[config.mk]
export PLATFORM = sky130hd
export DESIGN_NAME = reflex_loop_top
export DESIGN_NICKNAME = d
export VERILOG_FILES = /design/src/logic/host_pkg.sv /design/src/logic/neuro_pkg.sv /design/src/logic/param_bank.sv /design/src/logic/tick_timer.sv /design/src/logic/synapse_epsc.sv /design/src/logic/if_neuron.sv /design/src/logic/spike_window_counter.sv /design/src/logic/reflex_loop_top.sv
export VERILOG_INCLUDE_DIRS = /design/src /design/src/logic
export SDC_FILE = /design/constraint.sdc
export NUM_CORES = 1
export LEC_CHECK = 0
export ABC_AREA = 1
export CAP_MARGIN = 5
export CORE_UTILIZATION = 35
export DETAILED_ROUTE_END_ITERATION = 7
export DONT_BUFFER_PORTS = 1
export HOLD_SLACK_MARGIN = 0.03
export SETUP_SLACK_MARGIN = 0.3
export SLEW_MARGIN = 20
export SYNTH_ARGS = -nofsm -noshare
export SYNTH_HDL_FRONTEND = slang
export SYNTH_SLANG_ARGS = --single-unit
export TNS_END_PERCENT = 1
[constraint.sdc]
create_clock -name ep50trig -period 50.1 [get_ports ep50trig]
set_clock_uncertainty 0.05 [all_clocks]
set_input_delay 10.02 -clock ep50trig [delete_from_list [all_inputs] [get_ports ep50trig]]
set_output_delay 10.02 -clock ep50trig [all_outputs]
set_load 0.05 [all_outputs]
[src/logic/reflex_params.svh]
`default_nettype none

`ifndef REFLEX_PARAMS_SVH
`define REFLEX_PARAMS_SVH

////////////////////
// word widths
////////////////////

// data word, two endpoint halves
`define REFLEX_WORD_W 32
// host trigger strobe vector
`define REFLEX_TRIG_W 16

////////////////////
// scaled constants
////////////////////

// epsc for one spike, x1024 scaling
`define REFLEX_EPSC_UNIT 1024
// 30 mV threshold, same x1024 scaling
`define REFLEX_TH_SCALED 30720
// neuron ticks per population window
`define REFLEX_WINDOW_TICKS 128

// reset values of the parameter bank
`define REFLEX_DELAY_RST 9
`define REFLEX_GAIN_RST 1

`endif

`default_nettype wire

[src/logic/host_pkg.sv]
`default_nettype none

package host_pkg;

    ////////////////////
    // host side words
    ////////////////////

    // one endpoint wire, half a data word
    typedef logic [15:0] ep_half_t;

    // bit positions in the trigger strobe vector
    // gaps are triggers of dropped parameters
    typedef enum logic [3:0] {
        TRIG_DELAY       = 4'd0,
        TRIG_GAIN_CN_MN  = 4'd3,
        TRIG_GAIN_SN_MN  = 4'd6,
        TRIG_GAIN_CN2_MN = 4'd9,
        TRIG_M1_DRIVE    = 4'd10,
        TRIG_GAIN_SN_CN  = 4'd12
    } trig_idx_e;

endpackage

`default_nettype wire

[src/logic/neuro_pkg.sv]
`default_nettype none

package neuro_pkg;

    ////////////////////
    // neural data words
    ////////////////////

    // synaptic current or summed drive, x1024 scaled
    typedef logic signed [31:0] current_t;

    // membrane state, same scaling as current
    typedef logic signed [31:0] membrane_t;

    // spikes seen in one population window
    typedef logic [31:0] spkcnt_t;

endpackage

`default_nettype wire

[src/logic/param_bank.sv]
`timescale 1ns/100ps
`include "reflex_params.svh"
`default_nettype none

module param_bank
(
    input  wire logic                          ep50trig,
    input  wire logic                          reset_sim,
    input  wire logic [`REFLEX_TRIG_W-1:0]     i_trig,
    input  wire host_pkg::ep_half_t            i_ep01,
    input  wire host_pkg::ep_half_t            i_ep02,
    input  wire host_pkg::ep_half_t            i_ep05,
    input  wire host_pkg::ep_half_t            i_ep06,
    input  wire host_pkg::ep_half_t            i_ep07,
    input  wire host_pkg::ep_half_t            i_ep08,
    output logic [`REFLEX_WORD_W-1:0]          o_delay_max,
    output logic [`REFLEX_WORD_W-1:0]          o_gain_sn_mn,
    output logic [`REFLEX_WORD_W-1:0]          o_gain_sn_cn,
    output logic [`REFLEX_WORD_W-1:0]          o_gain_cn_mn,
    output logic [`REFLEX_WORD_W-1:0]          o_gain_cn2_mn,
    output neuro_pkg::current_t                o_m1_cn_drive,
    output neuro_pkg::current_t                o_m1_cn2_drive
);

    import host_pkg::*;

    // common word for single-register triggers
    // ep02 high half, ep01 low half
    logic [`REFLEX_WORD_W-1:0] ep_word;

    assign ep_word = {i_ep02, i_ep01};

    ////////////////////
    // trigger loads
    ////////////////////

    // each bit loads independently, several may hit at once
    // unnamed bits fall through untouched
    always_ff @(posedge ep50trig or posedge reset_sim)
    begin
        if (reset_sim)
        begin
            o_delay_max    <= `REFLEX_WORD_W'(`REFLEX_DELAY_RST);
            o_gain_sn_mn   <= `REFLEX_WORD_W'(`REFLEX_GAIN_RST);
            o_gain_sn_cn   <= `REFLEX_WORD_W'(`REFLEX_GAIN_RST);
            o_gain_cn_mn   <= `REFLEX_WORD_W'(`REFLEX_GAIN_RST);
            o_gain_cn2_mn  <= `REFLEX_WORD_W'(`REFLEX_GAIN_RST);
            // voluntary drive off
            o_m1_cn_drive  <= '0;
            o_m1_cn2_drive <= '0;
        end
        else
        begin
            // divider period of the neuron tick
            if (i_trig[TRIG_DELAY])
                o_delay_max <= ep_word;
            if (i_trig[TRIG_GAIN_CN_MN])
                o_gain_cn_mn <= ep_word;
            // shared by the Ia and II paths
            if (i_trig[TRIG_GAIN_SN_MN])
                o_gain_sn_mn <= ep_word;
            if (i_trig[TRIG_GAIN_CN2_MN])
                o_gain_cn2_mn <= ep_word;
            // both m1 drives on one strobe, own endpoint pairs
            if (i_trig[TRIG_M1_DRIVE])
            begin
                o_m1_cn_drive  <= {i_ep06, i_ep05};
                o_m1_cn2_drive <= {i_ep08, i_ep07};
            end
            if (i_trig[TRIG_GAIN_SN_CN])
                o_gain_sn_cn <= ep_word;
        end
    end

endmodule

`default_nettype wire

[src/logic/tick_timer.sv]
`timescale 1ns/100ps
`include "reflex_params.svh"
`default_nettype none

module tick_timer
(
    input  wire logic                      ep50trig,
    input  wire logic                      reset_sim,
    input  wire logic [`REFLEX_WORD_W-1:0] i_delay_max,
    output logic                           o_tick,
    output logic                           o_window_end
);

    localparam int WIN_W = $clog2(`REFLEX_WINDOW_TICKS);

    // cycles since last tick
    logic [`REFLEX_WORD_W-1:0] period_cnt;
    // ticks since window start
    logic [WIN_W-1:0]          tick_cnt;

    // ">=" so a shrunk delay ends the period at once
    assign o_tick = (period_cnt >= i_delay_max);

    // last tick of the window
    assign o_window_end = o_tick && (tick_cnt == WIN_W'(`REFLEX_WINDOW_TICKS - 1));

    always_ff @(posedge ep50trig or posedge reset_sim)
    begin
        if (reset_sim)
        begin
            period_cnt <= '0;
            tick_cnt   <= '0;
        end
        else if (o_tick)
        begin
            // restart period, window wraps by itself
            period_cnt <= '0;
            tick_cnt   <= tick_cnt + 1'b1;
        end
        else
        begin
            period_cnt <= period_cnt + 1'b1;
        end
    end

endmodule

`default_nettype wire

[src/logic/synapse_epsc.sv]
`timescale 1ns/100ps
`include "reflex_params.svh"
`default_nettype none

module synapse_epsc
(
    input  wire logic                      ep50trig,
    input  wire logic                      reset_sim,
    input  wire logic                      i_tick,
    input  wire logic                      i_spk,
    input  wire logic [`REFLEX_WORD_W-1:0] i_gain,
    output neuro_pkg::current_t            o_epsc
);

    import neuro_pkg::*;

    // unit epsc times gain, low word only
    logic [`REFLEX_WORD_W-1:0] scaled;

    assign scaled = i_gain * `REFLEX_WORD_W'(`REFLEX_EPSC_UNIT);

    // sampled once per tick, held in between
    // doubles as the drive latch of the neuron stage
    always_ff @(posedge ep50trig or posedge reset_sim)
    begin
        if (reset_sim)
            o_epsc <= '0;
        else if (i_tick)
        begin
            if (i_spk)
                o_epsc <= current_t'(scaled);
            else
                o_epsc <= '0;
        end
    end

endmodule

`default_nettype wire

[src/logic/if_neuron.sv]
`timescale 1ns/100ps
`include "reflex_params.svh"
`default_nettype none

module if_neuron
(
    input  wire logic                ep50trig,
    input  wire logic                reset_sim,
    input  wire logic                i_tick,
    input  wire neuro_pkg::current_t i_drive,
    output logic                     o_spk
);

    import neuro_pkg::*;

    localparam int SUM_W = `REFLEX_WORD_W + 1;

    membrane_t              membrane;
    // one guard bit, large drives must not wrap
    logic signed [SUM_W-1:0] v_next;

    assign v_next = SUM_W'(membrane) + SUM_W'(i_drive);

    ////////////////////
    // integrate and fire
    ////////////////////

    always_ff @(posedge ep50trig or posedge reset_sim)
    begin
        if (reset_sim)
        begin
            membrane <= '0;
            o_spk    <= 1'b0;
        end
        else if (i_tick)
        begin
            if (v_next >= SUM_W'(`REFLEX_TH_SCALED))
            begin
                // fire, membrane back to rest
                o_spk    <= 1'b1;
                membrane <= '0;
            end
            else
            begin
                o_spk    <= 1'b0;
                // no leak, floor at zero
                membrane <= (v_next < 0) ? membrane_t'(0) : membrane_t'(v_next);
            end
        end
    end

endmodule

`default_nettype wire

[src/logic/spike_window_counter.sv]
`timescale 1ns/100ps
`default_nettype none

module spike_window_counter
(
    input  wire logic           ep50trig,
    input  wire logic           reset_sim,
    input  wire logic           i_tick,
    input  wire logic           i_window_end,
    input  wire logic           i_spk,
    output neuro_pkg::spkcnt_t  o_count
);

    import neuro_pkg::*;

    // running count of the open window
    spkcnt_t acc;
    // count with this tick included
    spkcnt_t acc_next;

    assign acc_next = acc + spkcnt_t'(i_spk);

    always_ff @(posedge ep50trig or posedge reset_sim)
    begin
        if (reset_sim)
        begin
            acc     <= '0;
            o_count <= '0;
        end
        else if (i_tick)
        begin
            if (i_window_end)
            begin
                // publish total, start the next window empty
                o_count <= acc_next;
                acc     <= '0;
            end
            else
                acc <= acc_next;
        end
    end

endmodule

`default_nettype wire

[src/logic/reflex_loop_top.sv]
`timescale 1ns/100ps
`include "reflex_params.svh"
`default_nettype none

module reflex_loop_top
(
    input  wire logic                      ep50trig,
    input  wire logic                      reset_sim,
    input  wire logic [`REFLEX_TRIG_W-1:0] i_trig,
    input  wire host_pkg::ep_half_t        i_ep01,
    input  wire host_pkg::ep_half_t        i_ep02,
    input  wire host_pkg::ep_half_t        i_ep05,
    input  wire host_pkg::ep_half_t        i_ep06,
    input  wire host_pkg::ep_half_t        i_ep07,
    input  wire host_pkg::ep_half_t        i_ep08,
    input  wire logic                      i_sn_ia_spk,
    input  wire logic                      i_sn_ii_spk,
    output logic                           o_tick,
    output logic                           o_cn_spk,
    output logic                           o_cn2_spk,
    output logic                           o_mn_spk,
    output neuro_pkg::current_t            o_epsc_cn_to_mn,
    output neuro_pkg::spkcnt_t             o_mn_spkcnt
);

    import neuro_pkg::*;

    logic [`REFLEX_WORD_W-1:0] delay_max;
    logic [`REFLEX_WORD_W-1:0] gain_sn_mn, gain_sn_cn, gain_cn_mn, gain_cn2_mn;
    current_t                  m1_cn_drive, m1_cn2_drive;
    logic                      window_end;

    // epsc registers
    current_t epsc_ia_mn, epsc_ii_mn, epsc_sn_cn, epsc_cn2_mn;
    // neuron drives
    current_t cn_drive, cn2_drive, mn_drive;

    ////////////////////
    // host parameters and tick
    ////////////////////

    param_bank u_bank (
        .ep50trig       (ep50trig),
        .reset_sim      (reset_sim),
        .i_trig         (i_trig),
        .i_ep01         (i_ep01),
        .i_ep02         (i_ep02),
        .i_ep05         (i_ep05),
        .i_ep06         (i_ep06),
        .i_ep07         (i_ep07),
        .i_ep08         (i_ep08),
        .o_delay_max    (delay_max),
        .o_gain_sn_mn   (gain_sn_mn),
        .o_gain_sn_cn   (gain_sn_cn),
        .o_gain_cn_mn   (gain_cn_mn),
        .o_gain_cn2_mn  (gain_cn2_mn),
        .o_m1_cn_drive  (m1_cn_drive),
        .o_m1_cn2_drive (m1_cn2_drive)
    );

    tick_timer u_timer (
        .ep50trig     (ep50trig),
        .reset_sim    (reset_sim),
        .i_delay_max  (delay_max),
        .o_tick       (o_tick),
        .o_window_end (window_end)
    );

    ////////////////////
    // synapses
    ////////////////////

    // Ia and II share the sn-to-mn gain
    synapse_epsc u_syn_ia_mn (.ep50trig(ep50trig), .reset_sim(reset_sim), .i_tick(o_tick),
        .i_spk(i_sn_ia_spk), .i_gain(gain_sn_mn), .o_epsc(epsc_ia_mn));
    synapse_epsc u_syn_ii_mn (.ep50trig(ep50trig), .reset_sim(reset_sim), .i_tick(o_tick),
        .i_spk(i_sn_ii_spk), .i_gain(gain_sn_mn), .o_epsc(epsc_ii_mn));
    // one current feeds both cn and cn2
    synapse_epsc u_syn_sn_cn (.ep50trig(ep50trig), .reset_sim(reset_sim), .i_tick(o_tick),
        .i_spk(i_sn_ia_spk), .i_gain(gain_sn_cn), .o_epsc(epsc_sn_cn));
    synapse_epsc u_syn_cn_mn (.ep50trig(ep50trig), .reset_sim(reset_sim), .i_tick(o_tick),
        .i_spk(o_cn_spk), .i_gain(gain_cn_mn), .o_epsc(o_epsc_cn_to_mn));
    synapse_epsc u_syn_cn2_mn (.ep50trig(ep50trig), .reset_sim(reset_sim), .i_tick(o_tick),
        .i_spk(o_cn2_spk), .i_gain(gain_cn2_mn), .o_epsc(epsc_cn2_mn));

    ////////////////////
    // drives and neurons
    ////////////////////

    // sensory plus voluntary for the cortical pair
    assign cn_drive  = epsc_sn_cn + m1_cn_drive;
    assign cn2_drive = epsc_sn_cn + m1_cn2_drive;
    // short and long latency paths meet at mn
    assign mn_drive  = epsc_ia_mn + epsc_ii_mn + o_epsc_cn_to_mn + epsc_cn2_mn;

    if_neuron u_cn (.ep50trig(ep50trig), .reset_sim(reset_sim), .i_tick(o_tick),
        .i_drive(cn_drive), .o_spk(o_cn_spk));
    if_neuron u_cn2 (.ep50trig(ep50trig), .reset_sim(reset_sim), .i_tick(o_tick),
        .i_drive(cn2_drive), .o_spk(o_cn2_spk));
    if_neuron u_mn (.ep50trig(ep50trig), .reset_sim(reset_sim), .i_tick(o_tick),
        .i_drive(mn_drive), .o_spk(o_mn_spk));

    // mn spikes per population window
    spike_window_counter u_mn_count (
        .ep50trig     (ep50trig),
        .reset_sim    (reset_sim),
        .i_tick       (o_tick),
        .i_window_end (window_end),
        .i_spk        (o_mn_spk),
        .o_count      (o_mn_spkcnt)
    );

endmodule

`default_nettype wire

# Word-level counts from Yosys, hierarchy flattened
# Index checks and enable logic that the tools add are counted.
# op_classes
n_addsub	11
magnitude_cmp	7
n_eq_ne	1
mux	16
reduce_logical	2
# op_table
operator	n
32-bit 2-to-1 mux	13
32-bit adder	5
32-bit by 32-bit adder with 33-bit output	3
33-bit by 16-bit greater-or-equal comparator with 1-bit output, second input constant	3
33-bit by 1-bit less-than comparator with 1-bit output, second input constant	3
32-bit by 1-bit adder with 32-bit output	1
32-bit by 1-bit adder with 32-bit output, second input constant	1
32-bit greater-or-equal comparator	1
7-bit by 1-bit adder with 7-bit output, second input constant	1
7-bit equality test, second input constant	1
1-bit 2-to-1 mux	3
2-bit AND reduction	1
1-bit logical AND	1
# word_totals
regBits	546
inputBits	116
output_inout_bits	68
wordCells	59

# Depth between registers and ports, before layout
# Gate-level depths: netlist (run 1).
# logic_depth
depth_word	7
mapped_depth	34

# Modules after synthesis
# From an unflattened synthesis (run 1), not the netlist that was laid out.
# hier_totals
hier_cells	6098
hier_area_um2	40400.0
# by_module_without_submodules
module	n_inst	cells_each	area_per_inst_um2
reflex_loop_top	1	1727	8919.8
param_bank	1	951	8539.4
synapse_epsc	5	107	959.7
if_neuron (u_cn2)	1	702	4008.8
if_neuron (u_cn)	1	696	3963.8
if_neuron (u_mn)	1	642	3764.9
spike_window_counter	1	442	3333.2
tick_timer	1	403	3071.7

# Least setup slack after synthesis (run 1)
# OpenSTA, ideal clock, no wires.
# synth_timing
kind	flip-flop to output port
from	register u_timer.period_cnt[31]
to	output o_tick
t_arrival_ns	2.235
t_required_ns	40.030
slack_ns	37.795
path_stages_with_launch	10
cell_sequence	dfrtp_1 ha_1 nand2_1 nor2_1 nand2_1 nor4_1 nand4_1 nand3_1 buf_2 buf_1
# synth_via
elab_chain_cells	1
# synth_rtl
element	line	text
start, declared	tick_timer.sv:17	logic [`REFLEX_WORD_W-1:0] period_cnt;
start signal, assigned	tick_timer.sv:42	period_cnt <= period_cnt + 1'b1;
32-bit greater-or-equal comparator	tick_timer.sv:22	assign o_tick = (period_cnt >= i_delay_max);
end, declared	reflex_loop_top.sv:18	output logic o_tick,
# Every way passes these cells.

# Worst setup path in the final report (run 1)
# Ends and elaborated chain as after synthesis.

==> impl_metrics.json, run 1 <==
{
  "postCtsSetupRepairBufs": 0,
  "async_flop_share_pct": 100,
  "remaining_drc_errors": 0,
  "yosys_warnings": 0,
  "timing.final.ws_setup_ns": 37.20,
  "cap_violations": 0,
  "crit_fanout": 4,
  "final_area_um2": 34200,
  "place_area_um2": 32300,
  "avgViaCountPerCell": 4.78,
  "max_freq_ghz": 0.0775,
  "port_buffers": 0,
  "clk_pin_slew_ns": 0.06,
  "whs_ns": 0.424,
  "cts_resized": 0,
  "die_h_um": 300,
  "numCtsBuffers": 54,
  "tns_ns": 0,
  "outcome": "finished, final reports clean",
  "r2r-start": "u_syn_cn_mn.o_epsc[13]",
  "wl_per_cell_um": 15.9,
  "p_per_area_nw_per_um2": 28.7,
  "p_leak_nw": 17.8,
  "arrival_ns": 2.83,
  "hold_violations": 0,
  "initial_core_util_pct": 35.6,
  "final_common_cell": "nand2_1",
  "yosys_most_used_dff": "dfrtp_1",
  "grt_pass1_vias": 24400,
  "yosysSeqAreaShare_pct": 39.1,
  "cts_buffer_depth": 3,
  "grt_overflow": 0,
  "slowest_delay_ns": 0.49,
  "max-slew-margin-rel_pct": 34.7,
  "critPathBufInv": 0,
  "ys_seq_elements": 486,
  "dp_cells": 5076,
  "dr.pass1.iters": 5,
  "syn2layout_area_growth_pct": 10.0,
  "routabilityCongestion": 0.932,
  "die_area_um2": 90100,
  "rsz0062_at_grt": "false",
  "cp-end-kind": "output port",
  "die_w_um": 300,
  "ys_types": 41,
  "finalCoreUtilization_pct": 39.1,
  "total_power_mw": 0.982,
  "worst_pin_slew_ns": 0.979,
  "pin_count": 184,
  "grt_pass1_wl_um": 132000,
  "synth_area_um2": 31100,
  "final_nets": 4328,
  "synthCells": 4001,
  "cpMostUsedCell": "nand2_1",
  "clkSinkCount": 486,
  "place_worst_setup_slack_ns": 37.49,
  "setup_viol": 0,
  "hold_buffers": 0,
  "worstSetupStartpointType": "flip-flop",
  "gr-usage-all-layers_pct": 18.3,
  "min_from": "u_timer.tick_cnt[3]",
  "cts_tree": "done",
  "fin_cells": 5177,
  "final_cell_mix": "nand2_1, inv_1, dfrtp_1",
  "syn_avg_cell_area_um2": 7.78,
  "num_rows": 108,
  "core_um2": 87400,
  "synth-edff-count": 0,
  "worst_ir_drop_vdd_uv": 33.6,
  "grt_max_degree": 101,
  "drt-total-wl_um": 82100,
  "worstPathRequired_ns": 40.03,
  "setup.worst_path.start": "u_timer.period_cnt[31]",
  "insertion_delay_ns": 0.64,
  "drive_gt1_share_pct": 7.98,
  "vias": 24800,
  "cp_cell_sequence": "ha_1 -> nand2_1 -> nor2_1 -> nand2_1 -> nor4_1 -> nand4_1 -> nand3_4",
  "insertedDiodeCount": 0,
  "h-tree-depth": 2,
  "first_iter_violations": 1487,
  "fin_crit_ns": 12.90,
  "critical_path.slowest_cell": "nor4_1",
  "slew_violations": 0,
  "post-route-period-util_pct": 25.8,
  "post-dp-hpwl_um": 61400,
  "worstHoldPathType": "reg2reg",
  "critPathKind": "reg2out",
  "antenna_found_initial": 7,
  "root_buffer": "clkbuf_16",
  "crit_family": "simple AND/OR/NAND/NOR gates",
  "ant_nets": 0
}
## synthesized netlist by cell type (all sizes together) (58+ instances only)
cell type	n	area, um2
nand2	1190	4500
inv	613	2300
dfrtp	480	12000
nand3	316	1610
nor2	298	1180
ha	188	2350
o21ai	165	826
mux2	153	1720
a21oi	144	721
xor2	112	981
clkbuf	58	218
## logic make-up (layout without fill, tap and decap cells)
kind of cell               count (synthesis)  count (layout)  share of synthesized area, %
muxes                                    153             153                          5.54
adders and majority gates                235             235                          10.6
xor gates and xnor gates                 153             153                          4.31
DFF                                      486             486                          39.1
AOI/OAI and AO/OA                        345             345                          5.83
and+or+nand+nor                         1910            1910                          25.7
other                                      1              10                        0.0121
buffers and inverters                    718             730                          8.95
## registers in the layout (all words and copies together), names as in the netlist, 32 cells and up
register,count
u_mn_count.acc,32
u_cn.membrane,32
u_cn2.membrane,32
u_mn_count.o_count,32
u_bank.o_m1_cn_drive,32
u_bank.o_m1_cn2_drive,32
u_timer.period_cnt,32
u_bank.o_delay_max,32
## per-layer routing
metal / vias to the layer above / part of all wire (%) / GRT usage [%]
li1: 12600 / - / -
met1: 11600 / 49 / 26.3
met2: 466 / 43 / 28.5
met3: 93 / 5.7 / 3.45
met4: 0 / 1.9 / 4.13
met5: - / 0 / 0
## where the power goes
part	internal (mW)	switching, mW	total (mW)
Clock	0.263	0.175	0.438
Combinational	0.0463	0.0795	0.126
Sequential	0.408	0.0106	0.418
## final timing paths
check / to / slack, ns / cells past startpoint
max: o_tick / 37.20 / 7
min: u_timer.tick_cnt[3] / 0.42 / 1
max reg2reg: u_mn.membrane[10] / 43.97 / 26
min reg2reg: u_timer.tick_cnt[3] / 0.42 / 1
max in group asynchronous: u_syn_ii_mn.o_epsc[11] / 38.59 / 3
min in group asynchronous: u_cn.membrane[8] / 9.29 / 1
## final cells by class
cell class                 count  area [um2]
clock buffer                  74        1540
timing repair buffer          16         124
inverter                     613        2310
fill                        9004       53200
multi-input combinational   2806       16200
tap                         1155        1450
clock inverter                27         435
sequential                   486       12200
(Power assumes the default switching activity.)
==> run 2: changes to the inputs <==
clock period = 13 ns   (was 50.1 ns; I/O delays follow)
==> impl_metrics.json, run 2 (synthesis results as in run 1) <==
{
  "fin_crit_ns": 5.98,
  "worstHoldPathType": "reg2reg",
  "postCtsSetupRepairBufs": 0,
  "p_per_area_nw_per_um2": 111,
  "dr.pass1.iters": 7,
  "wl_per_cell_um": 15.9,
  "die_h_um": 300,
  "initial_core_util_pct": 35.6,
  "clk_pin_slew_ns": 0.06,
  "arrival_ns": 6.46,
  "post-dp-hpwl_um": 61100,
  "insertion_delay_ns": 0.64,
  "die_area_um2": 90100,
  "die_w_um": 300,
  "whs_ns": 0.436,
  "grt_pass1_wl_um": 131000,
  "grt_overflow": 0,
  "tns_ns": 0,
  "worstSetupStartpointType": "flip-flop",
  "vias": 24900,
  "setup_viol": 0,
  "avgViaCountPerCell": 4.81,
  "core_um2": 87400,
  "drt-total-wl_um": 82200,
  "cap_violations": 0,
  "hold_buffers": 0,
  "numCtsBuffers": 55,
  "remaining_drc_errors": 0,
  "grt_max_degree": 191,
  "worst_pin_slew_ns": 0.980,
  "outcome": "finished, final reports clean",
  "rsz0062_at_grt": "false",
  "cp-end-kind": "flip-flop",
  "cts_tree": "done",
  "antenna_found_initial": 9,
  "max-slew-margin-rel_pct": 34.7,
  "root_buffer": "clkbuf_16",
  "critPathKind": "reg2reg",
  "first_iter_violations": 1520,
  "crit_fanout": 5,
  "cpMostUsedCell": "nand2_1",
  "worst_ir_drop_vdd_uv": 135,
  "post-route-period-util_pct": 46.0,
  "routabilityCongestion": 0.914,
  "slowest_delay_ns": 0.67,
  "final_nets": 4328,
  "p_leak_nw": 17.8,
  "finalCoreUtilization_pct": 39.2,
  "pin_count": 184,
  "worstPathRequired_ns": 13.48,
  "cts_buffer_depth": 3,
  "port_buffers": 0,
  "ant_nets": 0,
  "crit_family": "adder cells",
  "final_cell_mix": "nand2_1, inv_1, dfrtp_1",
  "max_freq_ghz": 0.167,
  "drive_gt1_share_pct": 7.98,
  "final_common_cell": "nand2_1",
  "syn2layout_area_growth_pct": 10.3,
  "slew_violations": 0,
  "critical_path.slowest_cell": "dfrtp_1",
  "gr-usage-all-layers_pct": 18.2,
  "critPathBufInv": 3,
  "clkSinkCount": 486,
  "cts_resized": 0,
  "hold_violations": 0,
  "grt_pass1_vias": 24000,
  "num_rows": 108,
  "h-tree-depth": 2
}
run 2: stage by stage:
step           area, um2  power (mW)  worst slack, ns  instances
5_1_grt            34300        3.99             6.43       5176
3_5_place_dp       32300        2.13             7.05       5074
6_report           34300        3.82             7.02       5180
4_1_cts            34300        3.87             6.99       5175
2_1_floorplan      31100        2.02             3.77       4010
3_3_place_gp       32300        2.12             7.10       5074
run 2: worst paths after layout:
path	start	endpoint	slack [ns]	cells past startpoint
worst max-delay path	u_syn_cn_mn.o_epsc[13]	u_mn.membrane[10]	7.02	26
worst min-delay path	u_cn.membrane[7]	u_cn.membrane[7]	0.44	2
worst max register to register	u_syn_cn_mn.o_epsc[13]	u_mn.membrane[10]	7.02	26
worst min register to register	u_cn.membrane[7]	u_cn.membrane[7]	0.44	2
max in group asynchronous	reset_sim	u_mn_count.o_count[18]	8.48	4
min in group asynchronous	reset_sim	u_bank.o_m1_cn_drive[25]	1.98	2
run 2: tightest hold or removal path: stages, from the launching register on:
cell and delay, ns:
dfrtp_1 0.35, nand2_1 0.05, nand2_1 0.05
run 2: cell type report:
cell class,instances,area (um2)
Clock buffer,77,1600
Clock inverter,24,417
Sequential cell,486,12200
Multi-Input combinational cell,2806,16200
Inverter,613,2310
Fill cell,8978,53100
Tap cell,1155,1450
Timing Repair Buffer,15,158
Antenna cell,4,10.0
run 2: layer usage:
metal	vias to the layer above	global-route usage [%]	routed length, um	share of wire, %
li1	12600	-	-	-
met1	11800	25.5	39500	48
met2	479	29.1	36800	45
met3	86	3.29	4440	5.4
met4	2	3.92	1440	1.7
met5	-	0	20	0.024
run 2: power breakdown:
group | internal (mW) | switching (mW) | leakage [nW]
Clock | 1.06 | 0.667 | 0.989
Sequential | 1.57 | 0.0401 | 6.02
Combinational | 0.179 | 0.308 | 10.8
Total | 2.81 | 1.02 | 17.8
